<file path="config.mk">
export PLATFORM = sky130hd
export DESIGN_NAME = cpu_core
export DESIGN_NICKNAME = d
export VERILOG_FILES = /design/src/source/core_pkg.sv /design/src/source/stage_buffer.sv /design/src/source/regfile.sv /design/src/source/decode_stage.sv /design/src/source/execute_stage.sv /design/src/source/writeback_stage.sv /design/src/source/cpu_core.sv
export VERILOG_INCLUDE_DIRS = /design/src /design/src/source
export SDC_FILE = /design/constraint.sdc
export NUM_CORES = 2
export LEC_CHECK = 0
export ABC_CLOCK_PERIOD_IN_PS = 45500
export BUFFER_PORTS_ARGS = -buffer_cell sky130_fd_sc_hd__buf_2
export CORE_MARGIN = 4
export CORE_UTILIZATION = 55
export CTS_BUF_LIST = sky130_fd_sc_hd__clkbuf_8
export CTS_CLUSTER_DIAMETER = 120
export DETAILED_ROUTE_END_ITERATION = 8
export PLACE_DENSITY = 0.71
export SYNTH_ARGS = -nofsm -noshare
export SYNTH_HDL_FRONTEND = slang
export SYNTH_SLANG_ARGS = --single-unit
</file>
<file path="constraint.sdc">
create_clock -name clk -period 45.5 [get_ports clk]
set_clock_uncertainty 0.1 [all_clocks]
set_input_delay 6.825 -clock clk [delete_from_list [all_inputs] [get_ports clk]]
set_output_delay 6.825 -clock clk [all_outputs]
set_load 0.05 [all_outputs]
</file>
<file path="src/source/core_macros.svh">
// ========================================
// word width, register count, buffer depth
// and the major opcodes kept by the core
// ========================================

`ifndef CORE_MACROS_SVH
`define CORE_MACROS_SVH

`define CORE_XLEN      32
`define CORE_NREGS     32
`define CORE_RIDX_W    ($clog2(`CORE_NREGS))
`define CORE_BUF_DEPTH 4

// major opcodes, inst[6:0]
`define CORE_OPC_REG   7'b0110011
`define CORE_OPC_IMM   7'b0010011
`define CORE_OPC_LUI   7'b0110111

`endif

</file>
<file path="src/source/core_pkg.sv">
// ========================================
// core_pkg
// ALU operation enum and the payload
// structs passed between stage buffers
// ========================================

`include "core_macros.svh"

package core_pkg;

    typedef enum logic [3:0] {
        ALU_ADD,
        ALU_SUB,
        ALU_SLL,
        ALU_SLT,
        ALU_SLTU,
        ALU_XOR,
        ALU_SRL,
        ALU_SRA,
        ALU_OR,
        ALU_AND,
        // lui result is the operand b as is
        ALU_PASSB
    } alu_op_e;

    // decode to execute, 75 bits
    typedef struct packed {
        alu_op_e                 alu_op;
        logic [`CORE_RIDX_W-1:0] rd;
        logic [`CORE_XLEN-1:0]   opa;
        logic [`CORE_XLEN-1:0]   opb;
        logic                    wr;
        logic                    spare;
    } issue_t;

    // execute to writeback and retirement port, 38 bits
    typedef struct packed {
        logic [`CORE_RIDX_W-1:0] rd;
        logic                    wr;
        logic [`CORE_XLEN-1:0]   value;
    } result_t;

endpackage

</file>
<file path="src/source/stage_buffer.sv">
// ========================================
// stage_buffer
// first-word-fall-through FIFO between
// pipeline stages, payload type is a parameter
// ========================================

`timescale 1ns/1ps
`include "core_macros.svh"

module stage_buffer #(
    parameter type payload_t = logic [`CORE_XLEN-1:0]
) (
    input  logic     clk,
    input  logic     rst,
    input  logic     push,
    input  logic     pop,
    input  payload_t din,
    output payload_t dout,
    output logic     avail,
    output logic     full
);

    localparam int DEPTH = `CORE_BUF_DEPTH;
    localparam int PTR_W = (DEPTH > 1) ? $clog2(DEPTH) : 1;
    localparam int CNT_W = $clog2(DEPTH + 1);

    payload_t         mem [DEPTH];
    logic [PTR_W-1:0] rd_ptr;
    logic [PTR_W-1:0] wr_ptr;
    logic [CNT_W-1:0] count;

    assign avail = (count != '0);
    assign full  = (count == CNT_W'(DEPTH));
    // head entry shows without waiting for pop
    assign dout  = mem[rd_ptr];

    always_ff @(posedge clk) begin
        if (push) begin
            mem[wr_ptr] <= din;
        end
    end

    always_ff @(posedge clk or posedge rst) begin
        if (rst) begin
            rd_ptr <= '0;
            wr_ptr <= '0;
            count  <= '0;
        end else begin
            if (push) begin
                wr_ptr <= (wr_ptr == PTR_W'(DEPTH - 1)) ? '0 : wr_ptr + 1'b1;
            end
            if (pop) begin
                rd_ptr <= (rd_ptr == PTR_W'(DEPTH - 1)) ? '0 : rd_ptr + 1'b1;
            end
            // simultaneous push and pop keeps the count
            case ({push, pop})
                2'b10:   count <= count + 1'b1;
                2'b01:   count <= count - 1'b1;
                default: count <= count;
            endcase
        end
    end

endmodule

</file>
<file path="src/source/regfile.sv">
// ========================================
// regfile
// general-purpose registers, two async
// read ports and one write port
// ========================================

`timescale 1ns/1ps
`include "core_macros.svh"

module regfile (
    input  logic                    clk,
    input  logic                    rst,
    input  logic [`CORE_RIDX_W-1:0] ra_idx,
    input  logic [`CORE_RIDX_W-1:0] rb_idx,
    input  logic                    we,
    input  logic [`CORE_RIDX_W-1:0] wr_idx,
    input  logic [`CORE_XLEN-1:0]   wr_data,
    output logic [`CORE_XLEN-1:0]   ra_data,
    output logic [`CORE_XLEN-1:0]   rb_data
);

    logic [`CORE_XLEN-1:0] regs [`CORE_NREGS];

    assign ra_data = regs[ra_idx];
    assign rb_data = regs[rb_idx];

    // x0 is never written so it reads zero after reset
    always_ff @(posedge clk or posedge rst) begin
        if (rst) begin
            for (int i = 0; i < `CORE_NREGS; i++) begin
                regs[i] <= '0;
            end
        end else if (we && (wr_idx != '0)) begin
            regs[wr_idx] <= wr_data;
        end
    end

endmodule

</file>
<file path="src/source/decode_stage.sv">
// ========================================
// decode_stage
// instruction decode, operand read and
// pending-register scoreboard
// ========================================

`timescale 1ns/1ps
`include "core_macros.svh"

module decode_stage
    import core_pkg::*;
(
    input  logic                    clk,
    input  logic                    rst,
    input  logic [`CORE_XLEN-1:0]   inst,
    input  logic                    inst_avail,
    input  logic                    issue_full,
    input  logic [`CORE_XLEN-1:0]   ra_data,
    input  logic [`CORE_XLEN-1:0]   rb_data,
    input  logic                    wb_valid,
    input  logic [`CORE_RIDX_W-1:0] wb_rd,
    output logic                    inst_pop,
    output logic                    issue_push,
    output issue_t                  issue,
    output logic [`CORE_RIDX_W-1:0] ra_idx,
    output logic [`CORE_RIDX_W-1:0] rb_idx
);

    logic [6:0]              opcode;
    logic [2:0]              funct3;
    logic [6:0]              funct7;
    logic [`CORE_RIDX_W-1:0] rd;
    logic                    is_reg;
    logic                    is_lui;
    logic                    alt;
    logic                    supported;
    logic                    wr;
    logic                    hazard;
    alu_op_e                 op;
    logic [`CORE_XLEN-1:0]   imm_i;
    logic [`CORE_XLEN-1:0]   imm_u;
    logic [`CORE_NREGS-1:0]  pending;

    assign opcode = inst[6:0];
    assign rd     = inst[11:7];
    assign funct3 = inst[14:12];
    assign ra_idx = inst[19:15];
    assign rb_idx = inst[24:20];
    assign funct7 = inst[31:25];
    assign is_reg = (opcode == `CORE_OPC_REG);
    assign is_lui = (opcode == `CORE_OPC_LUI);
    assign imm_i  = {{(`CORE_XLEN - 12){inst[31]}}, inst[31:20]};
    assign imm_u  = {inst[31:12], 12'b0};

    // sub only exists in the register form, sra in both
    assign alt = inst[30] & (is_reg | (funct3 == 3'b101));

    always_comb begin
        case (opcode)
            `CORE_OPC_REG: supported = (funct7 == 7'b0000000) ||
                ((funct7 == 7'b0100000) && ((funct3 == 3'b000) || (funct3 == 3'b101)));
            `CORE_OPC_IMM: begin
                if (funct3 == 3'b001) begin
                    supported = (funct7 == 7'b0000000);
                end else if (funct3 == 3'b101) begin
                    supported = (funct7 == 7'b0000000) || (funct7 == 7'b0100000);
                end else begin
                    supported = 1'b1;
                end
            end
            `CORE_OPC_LUI: supported = 1'b1;
            default:       supported = 1'b0;
        endcase
    end

    always_comb begin
        case (funct3)
            3'b000:  op = alt ? ALU_SUB : ALU_ADD;
            3'b001:  op = ALU_SLL;
            3'b010:  op = ALU_SLT;
            3'b011:  op = ALU_SLTU;
            3'b100:  op = ALU_XOR;
            3'b101:  op = alt ? ALU_SRA : ALU_SRL;
            3'b110:  op = ALU_OR;
            default: op = ALU_AND;
        endcase
        if (is_lui) begin
            op = ALU_PASSB;
        end
    end

    assign wr = (rd != '0);

    // lui reads nothing, reg-imm reads rs1 only
    // an older write to rd still in flight also stalls
    assign hazard = (!is_lui && pending[ra_idx]) ||
                    (is_reg && pending[rb_idx]) ||
                    (wr && pending[rd]);

    assign issue_push = inst_avail && supported && !issue_full && !hazard;
    // unsupported opcodes are dropped at once
    assign inst_pop   = issue_push || (inst_avail && !supported);

    always_comb begin
        issue.alu_op = op;
        issue.rd     = rd;
        issue.opa    = is_lui ? '0 : ra_data;
        issue.opb    = is_reg ? rb_data : (is_lui ? imm_u : imm_i);
        issue.wr     = wr;
        issue.spare  = 1'b0;
    end

    // set comes last so it wins over a clear of the same bit
    always_ff @(posedge clk or posedge rst) begin
        if (rst) begin
            pending <= '0;
        end else begin
            if (wb_valid) begin
                pending[wb_rd] <= 1'b0;
            end
            if (issue_push && wr) begin
                pending[rd] <= 1'b1;
            end
        end
    end

endmodule

</file>
<file path="src/source/execute_stage.sv">
// ========================================
// execute_stage
// combinational ALU, one issued op per
// cycle into the result buffer
// ========================================

`timescale 1ns/1ps
`include "core_macros.svh"

module execute_stage
    import core_pkg::*;
(
    input  issue_t  issue,
    input  logic    issue_avail,
    input  logic    result_full,
    output logic    issue_pop,
    output logic    result_push,
    output result_t result
);

    localparam int SH_W = $clog2(`CORE_XLEN);

    logic [`CORE_XLEN-1:0] a;
    logic [`CORE_XLEN-1:0] b;
    logic [`CORE_XLEN-1:0] y;
    logic [SH_W-1:0]       shamt;
    logic                  go;

    assign a     = issue.opa;
    assign b     = issue.opb;
    assign shamt = b[SH_W-1:0];

    assign go          = issue_avail && !result_full;
    assign issue_pop   = go;
    assign result_push = go;

    always_comb begin
        case (issue.alu_op)
            ALU_ADD:  y = a + b;
            ALU_SUB:  y = a - b;
            ALU_SLL:  y = a << shamt;
            ALU_SLT:  y = {{(`CORE_XLEN - 1){1'b0}}, $signed(a) < $signed(b)};
            ALU_SLTU: y = {{(`CORE_XLEN - 1){1'b0}}, a < b};
            ALU_XOR:  y = a ^ b;
            ALU_SRL:  y = a >> shamt;
            ALU_SRA:  y = $unsigned($signed(a) >>> shamt);
            ALU_OR:   y = a | b;
            ALU_AND:  y = a & b;
            default:  y = b;
        endcase
    end

    assign result.rd    = issue.rd;
    assign result.wr    = issue.wr;
    assign result.value = y;

endmodule

</file>
<file path="src/source/writeback_stage.sv">
// ========================================
// writeback_stage
// register write, scoreboard clear and
// the retirement port
// ========================================

`timescale 1ns/1ps
`include "core_macros.svh"

module writeback_stage
    import core_pkg::*;
(
    input  result_t                 result,
    input  logic                    result_avail,
    output logic                    result_pop,
    output logic                    we,
    output logic [`CORE_RIDX_W-1:0] wr_idx,
    output logic [`CORE_XLEN-1:0]   wr_data,
    output logic                    wb_valid,
    output logic [`CORE_RIDX_W-1:0] wb_rd,
    output logic                    retire_valid,
    output result_t                 retire
);

    // never stalls, one result per cycle
    assign result_pop   = result_avail;
    assign retire_valid = result_avail;
    assign retire       = result;

    assign we      = result_avail && result.wr;
    assign wr_idx  = result.rd;
    assign wr_data = result.value;

    // same qualification as the write so decode clears only bits it set
    assign wb_valid = result_avail && result.wr;
    assign wb_rd    = result.rd;

endmodule

</file>
<file path="src/source/cpu_core.sv">
// ========================================
// cpu_core
// top level of the RV32I integer core
// stage buffers, stages and register file
// ========================================

`timescale 1ns/1ps
`include "core_macros.svh"

module cpu_core
    import core_pkg::*;
(
    input  logic                  clk,
    input  logic                  rst,
    input  logic                  inst_we,
    input  logic [`CORE_XLEN-1:0] inst,
    output logic                  inst_full,
    output logic                  retire_valid,
    output result_t               retire
);

    logic [`CORE_XLEN-1:0]   fetch_dout;
    logic                    fetch_avail;
    logic                    fetch_pop;
    issue_t                  issue_din;
    issue_t                  issue_dout;
    logic                    issue_push;
    logic                    issue_pop;
    logic                    issue_avail;
    logic                    issue_full;
    result_t                 result_din;
    result_t                 result_dout;
    logic                    result_push;
    logic                    result_pop;
    logic                    result_avail;
    logic                    result_full;
    logic [`CORE_RIDX_W-1:0] ra_idx;
    logic [`CORE_RIDX_W-1:0] rb_idx;
    logic [`CORE_XLEN-1:0]   ra_data;
    logic [`CORE_XLEN-1:0]   rb_data;
    logic                    rf_we;
    logic [`CORE_RIDX_W-1:0] rf_wr_idx;
    logic [`CORE_XLEN-1:0]   rf_wr_data;
    logic                    wb_valid;
    logic [`CORE_RIDX_W-1:0] wb_rd;

    // instruction words from the outside agent
    stage_buffer #(.payload_t(logic [`CORE_XLEN-1:0])) fetch_buf (
        .clk(clk), .rst(rst), .push(inst_we), .pop(fetch_pop),
        .din(inst), .dout(fetch_dout), .avail(fetch_avail), .full(inst_full)
    );

    stage_buffer #(.payload_t(issue_t)) issue_buf (
        .clk(clk), .rst(rst), .push(issue_push), .pop(issue_pop),
        .din(issue_din), .dout(issue_dout), .avail(issue_avail), .full(issue_full)
    );

    stage_buffer #(.payload_t(result_t)) result_buf (
        .clk(clk), .rst(rst), .push(result_push), .pop(result_pop),
        .din(result_din), .dout(result_dout), .avail(result_avail), .full(result_full)
    );

    regfile gpr (
        .clk(clk), .rst(rst), .ra_idx(ra_idx), .rb_idx(rb_idx),
        .we(rf_we), .wr_idx(rf_wr_idx), .wr_data(rf_wr_data),
        .ra_data(ra_data), .rb_data(rb_data)
    );

    decode_stage decode (
        .clk(clk), .rst(rst), .inst(fetch_dout), .inst_avail(fetch_avail),
        .issue_full(issue_full), .ra_data(ra_data), .rb_data(rb_data),
        .wb_valid(wb_valid), .wb_rd(wb_rd), .inst_pop(fetch_pop),
        .issue_push(issue_push), .issue(issue_din), .ra_idx(ra_idx), .rb_idx(rb_idx)
    );

    execute_stage execute (
        .issue(issue_dout), .issue_avail(issue_avail), .result_full(result_full),
        .issue_pop(issue_pop), .result_push(result_push), .result(result_din)
    );

    writeback_stage writeback (
        .result(result_dout), .result_avail(result_avail), .result_pop(result_pop),
        .we(rf_we), .wr_idx(rf_wr_idx), .wr_data(rf_wr_data),
        .wb_valid(wb_valid), .wb_rd(wb_rd),
        .retire_valid(retire_valid), .retire(retire)
    );

endmodule

</file>
Word level (Yosys, flattened, before mapping) --
Memories as Yosys holds them, arrays and structs flattened. Cells that the tools add are included.
Storage, ports and cells: register bits after elaboration 1077, memory bits (writable) 576, logic and storage cells 203, memories 3
Memories:
- issue_buf.mem | depth 4, bits a word 74, read ports 1, clocked after memory_dff 0, write ports 1, line stage_buffer.sv:27 | payload_t mem [DEPTH];
- result_buf.mem | depth 4, bits a word 38, read ports 1, clocked after memory_dff 0, write ports 1, line stage_buffer.sv:27
- fetch_buf.mem | depth 4, bits a word 32, read ports 1, clocked after memory_dff 0, write ports 1, line stage_buffer.sv:27
Operators by class: $add $sub $neg 14, $lt $le $gt $ge 12, eq/ne operators 34, shift-type cells 3, multiplexer cells 47, bitwise logic cells 11, reductions and logical operators 37
Operator list (count):
- 1024-bit bitwise mux | 1
- 32-bit binary-select mux with 5-bit select | 2
- 32-bit one-hot mux with 10 select lines | 1
- 32-bit two-way mux | 9
- 32-bit demux with 5-bit select | 1
- 32-bit AND | 2
- 32-bit < comparator | 2
- 32-bit OR | 2
- 32-bit adder | 1
- 32-bit inverter | 1
- 32-bit by 5-bit left shift with 32-bit output | 1
- 32-bit by 5-bit >> shifter with 32-bit output | 1
- 32-bit by 5-bit >>> shifter with 32-bit output | 1
- 32-bit subtractor | 1
- 32-bit bitwise XOR | 1
- 31-bit two-way mux | 1
- 4-bit one-hot mux with 7 select lines | 1
- 5-bit by 6-bit < comparator with 1-bit output (second input constant) | 4
- 7-bit by 6-bit == test with 1-bit output (second input constant) | 3
- 2-bit == test (second input constant) | 9
- 3-bit == test (second input constant) | 6
- 6-bit greater-or-equal comparator (second input constant) | 3
- 5-bit inverter with 6-bit output | 3
- 3-bit one-hot mux with 2 select lines | 3
- 30 further kinds | 98

Logic depth before layout (Yosys ltp) --
An unclocked memory read counts as a cell.
depth after elaboration 12, depth in mapped cells 20, mapped depth without buffers 15

Cells and area by module --
A second synthesis with hierarchy kept.
Unflattened totals: cells, all modules 7248, area total of the unflattened synthesis 91074.8 sq um
By module, submodules not included:
- regfile | instances 1, cells an instance 4602, area an instance 55956.2 sq um, sequential area each 25624.6 sq um
- stage_buffer (issue_buf) | instances 1, cells an instance 431, area an instance 11289.6 sq um, sequential area each 9183.8 sq um
- execute_stage | instances 1, cells an instance 1326, area an instance 8861.0 sq um, sequential area each 0.0 sq um
- stage_buffer (result_buf) | instances 1, cells an instance 237, area an instance 5896.9 sq um, sequential area each 4739.5 sq um
- stage_buffer (fetch_buf) | instances 1, cells an instance 207, area an instance 5087.4 sq um, sequential area each 4018.9 sq um
- decode_stage | instances 1, cells an instance 361, area an instance 3354.5 sq um, sequential area each 800.8 sq um
- writeback_stage | instances 1, cells an instance 84, area an instance 629.4 sq um, sequential area each 0.0 sq um

Worst setup path after synthesis --
No wires, ideal clock.
path kind reg2out, start register result_buf.rd_ptr[1], end output retire[14] (netlist bit), arrival time 2.754 ns, data required time 38.575 ns, path slack 35.821 ns, cell stages (with the launch flop) 10, buffers on the path 5, path through dfrtp_1 > clkbuf_1 > buf_1 > clkbuf_1 > clkbuf_1 > mux2i_1 > nand2_1 > o21ai_0 > clkbuf_1 > inv_1
RTL lines:
- start, declared | line stage_buffer.sv:28 | logic [PTR_W-1:0] rd_ptr;
- start signal, assigned | line stage_buffer.sv:53 | rd_ptr <= (rd_ptr == PTR_W'(DEPTH - 1)) ? '0 : rd_ptr + 1'b1;
- end, declared | line cpu_core.sv:19 | output result_t retire

==> metrics.txt <==
count of cell types in the netlist=93; GRT overflow=0; first-pass GRT wire length=412000 um; Die X=404.3 um; crit path cell chain=buf_4, mux2_2, o21ai_2, inv_1, buf_2; Clock Path Buffers=4; sequential element share of the synthesized area=0.5122; Hold WC Path Type=reg2reg; RD Place Congestion=1.004; period utilization=0.2539; Max Transition Viols Final=8; Critical Path RT=38580 ps; initial cell density of the core=0.5530; maximum clock frequency=0.08655 GHz; DRT iter0 DRCs=~8000; Total Routed Length=about 280000 um; Hold Vio Cnt, Final=0; Final Net Count=around 7400; largest net degree at the start of global routing=170; Worst path max stage delay=860 ps; postcts setup bufs=0; filler instances=12320; # rows=about 150; YS warnings=0; antenna violations before repair=10; drt pass-1 iters=6; Fin Setup TNS=0 ps; final setup violation count=0; CTS tree=done; Mean Syn Cell Area=around 12 sq um; Worst-Skew Late Latency=approximately 1000 ps; hold buffer count at CTS=0; vias in the first global route=between 60000 and 70000; area of the multi-input gates=39080 sq um; Worst Max-Slew Pin Slew=1570 ps; Reg clk slew, reported paths=60 ps; Worst EP arrival=4630 ps; TritonCTS Buffers=~280; critical path's slowest cell=o21ai_2; Rel. slew slack=-0.04668; asr flop ratio synth=0.6515; Via Count=~64000; Synth Net Count=about 7700; worst r2r path cells=13; status=complete, but fails checks; max-cap violations=0; FF+latch count, synth=~1700; IO Count=75; crit path max fanout=40; final hold slack=293.7 ps; unrepaired setup endpoints after global routing=false; Overall Global Routing Usage=0.3406; DRC errors left=0; DR WL/cell=29.01 um; crit path time final=11550 ps; Final HPWL DP=about 170000 um; Hold Path Depth=0; Post-synth EDFFs=roughly 580; Synth Instances=7499; vias per cell=around 6.7; storage element area=44260 sq um; Post-CTS Resized=0; critical path class=reg2out; CP startpoint kind=flip-flop; DIE HEIGHT=404.3 um; Root Buffer=clkbuf_8; failing checks=max-slew violations; fraction of layout cells with a size suffix above 1=0.1870; commonest non-fill, non-tap cells in the layout=nand2_1, o21ai_0, dfrtp_1, mux4_2, edfxtp_1; clock sink count=around 1700; core area=156200 sq um; die area=between 150000 and 200000 sq um; ys flop type=dfrtp_1; Area growth syn-to-layout=8.098%; synthesized area=86390 sq um; commonest non-fill, non-tap cell in the layout=nand2_1; htree depth=5; Critical Path Sink Type=output pin; Post-DRT Antenna Nets=0; Buffers on Ports=74
-- metrics by stage --
step | worst slack [ps] | instance area (sq um) | util | std cells
after floorplan | 8256 | 86390 | - | 7499
after global placement | 34820 | 88180 | 0.5645 | 9070
after detailed placement | 34710 | 88180 | 0.5645 | 9070
after CTS | 33900 | 93330 | 0.5975 | 9533
after global routing | 33740 | 93340 | 0.5976 | 9535
final | 33950 | 93380 | 0.5978 | 9552
-- per-layer routing --
metal  GRT usage  up-vias  share of wire
met2      0.5130     3661           0.45
met4      0.1765        2          0.059
li1            -    27220              -
met3      0.1118      853           0.12
met5           0        -       0.000054
met1      0.4443    32000           0.37
-- synth_stat cells, types with 10 or more instances --
cell / count / share of area
o21ai_0: 1162 / 0.067
buf_1: 40 / 0.0017
a22oi_1: 30 / 0.0026
inv_1: 152 / 0.0066
nor2b_1: 83 / 0.0060
buf_2: 118 / 0.0068
nor2_1: 192 / 0.0083
and2_1: 83 / 0.0060
a21oi_1: 244 / 0.014
a22o_1: 31 / 0.0031
edfxtp_1: 576 / 0.20
mux4_2: 613 / 0.16
xnor2_1: 20 / 0.0020
dfrtp_1: 1077 / 0.31
clkbuf_1: 547 / 0.024
o221ai_1: 14 / 0.0014
nor3_1: 50 / 0.0029
a31oi_1: 47 / 0.0034
o31ai_1: 13 / 0.0011
or3_1: 16 / 0.0012
nand4_1: 11 / 0.00080
a221oi_1: 10 / 0.0010
mux2i_1: 273 / 0.032
nor4_1: 11 / 0.00080
o211ai_1: 36 / 0.0031
a211oi_1: 177 / 0.015
nand2_1: 1374 / 0.060
buf_4: 11 / 0.00096
mux2_2: 73 / 0.0095
o22ai_1: 24 / 0.0017
ha_1: 115 / 0.017
nand2b_1: 16 / 0.0012
a311oi_1: 33 / 0.0033
a32oi_1: 10 / 0.0010
nand3_1: 29 / 0.0017
a2111oi_0: 12 / 0.0012
-- final timing paths --
kind | from | endpoint | slack [ps]
setup / recovery | result_buf.rd_ptr[1] | retire[24] | 33950
hold / removal | gpr.regs[1000] | gpr.regs[1000] | 290
setup reg to reg | fetch_buf.rd_ptr[1] | issue_buf.mem[2][22] | 37680
hold reg to reg | gpr.regs[1000] | gpr.regs[1000] | 290
max in group asynchronous | rst | gpr.regs[51] | 35770
min in group asynchronous | rst | gpr.regs[427] | 5900
-- worst max-delay path: cells and delay by family, from the launching register on --
family / cells / cell delay (ps)
flip-flops: 1 / 810
multiplexers: 1 / 430
buffers and inverters: 3 / 1450
AO/OA/AOI/OAI: 1 / 860
-- area by class of cell --
class                           instances  share of cell area
Tap cell                             2058             0.02757
Clock inverter                        141            0.007650
Multi-Input combinational cell       4968              0.4185
Sequential cell                      1653              0.4740
Inverter                              156            0.006351
Clock buffer                          322             0.04746
Timing Repair Buffer                  236             0.01797
Antenna cell                           18           0.0004823
-- cells by family (layout without fill, tap and decap cells) --
logic type,count (synthesis),in the layout,share of synthesized area
xor+xnor,29,29,0.002940
compound gates,1946,1946,0.1305
mux,966,966,0.2029
other cells,0,18,0
fa+ha+maj,120,120,0.01781
simple gates,1907,1907,0.09268
flops,1653,1653,0.5122
buf+inv,878,855,0.04096
-- state kept, by name, summed over array words and instances, names as in the netlist, 3 cells and up --
| name | cells |
|---|---|
| decode.pending | 32 |
| fetch_buf.count | 3 |
| fetch_buf.mem | 128 |
| gpr.regs | 1024 |
| issue_buf.count | 3 |
| issue_buf.mem | 296 |
| result_buf.count | 3 |
| result_buf.mem | 152 |
Power is left out: the tool's default activity adds up to more than one toggle a clock period on the data nets, which glitch-free logic cannot reach.
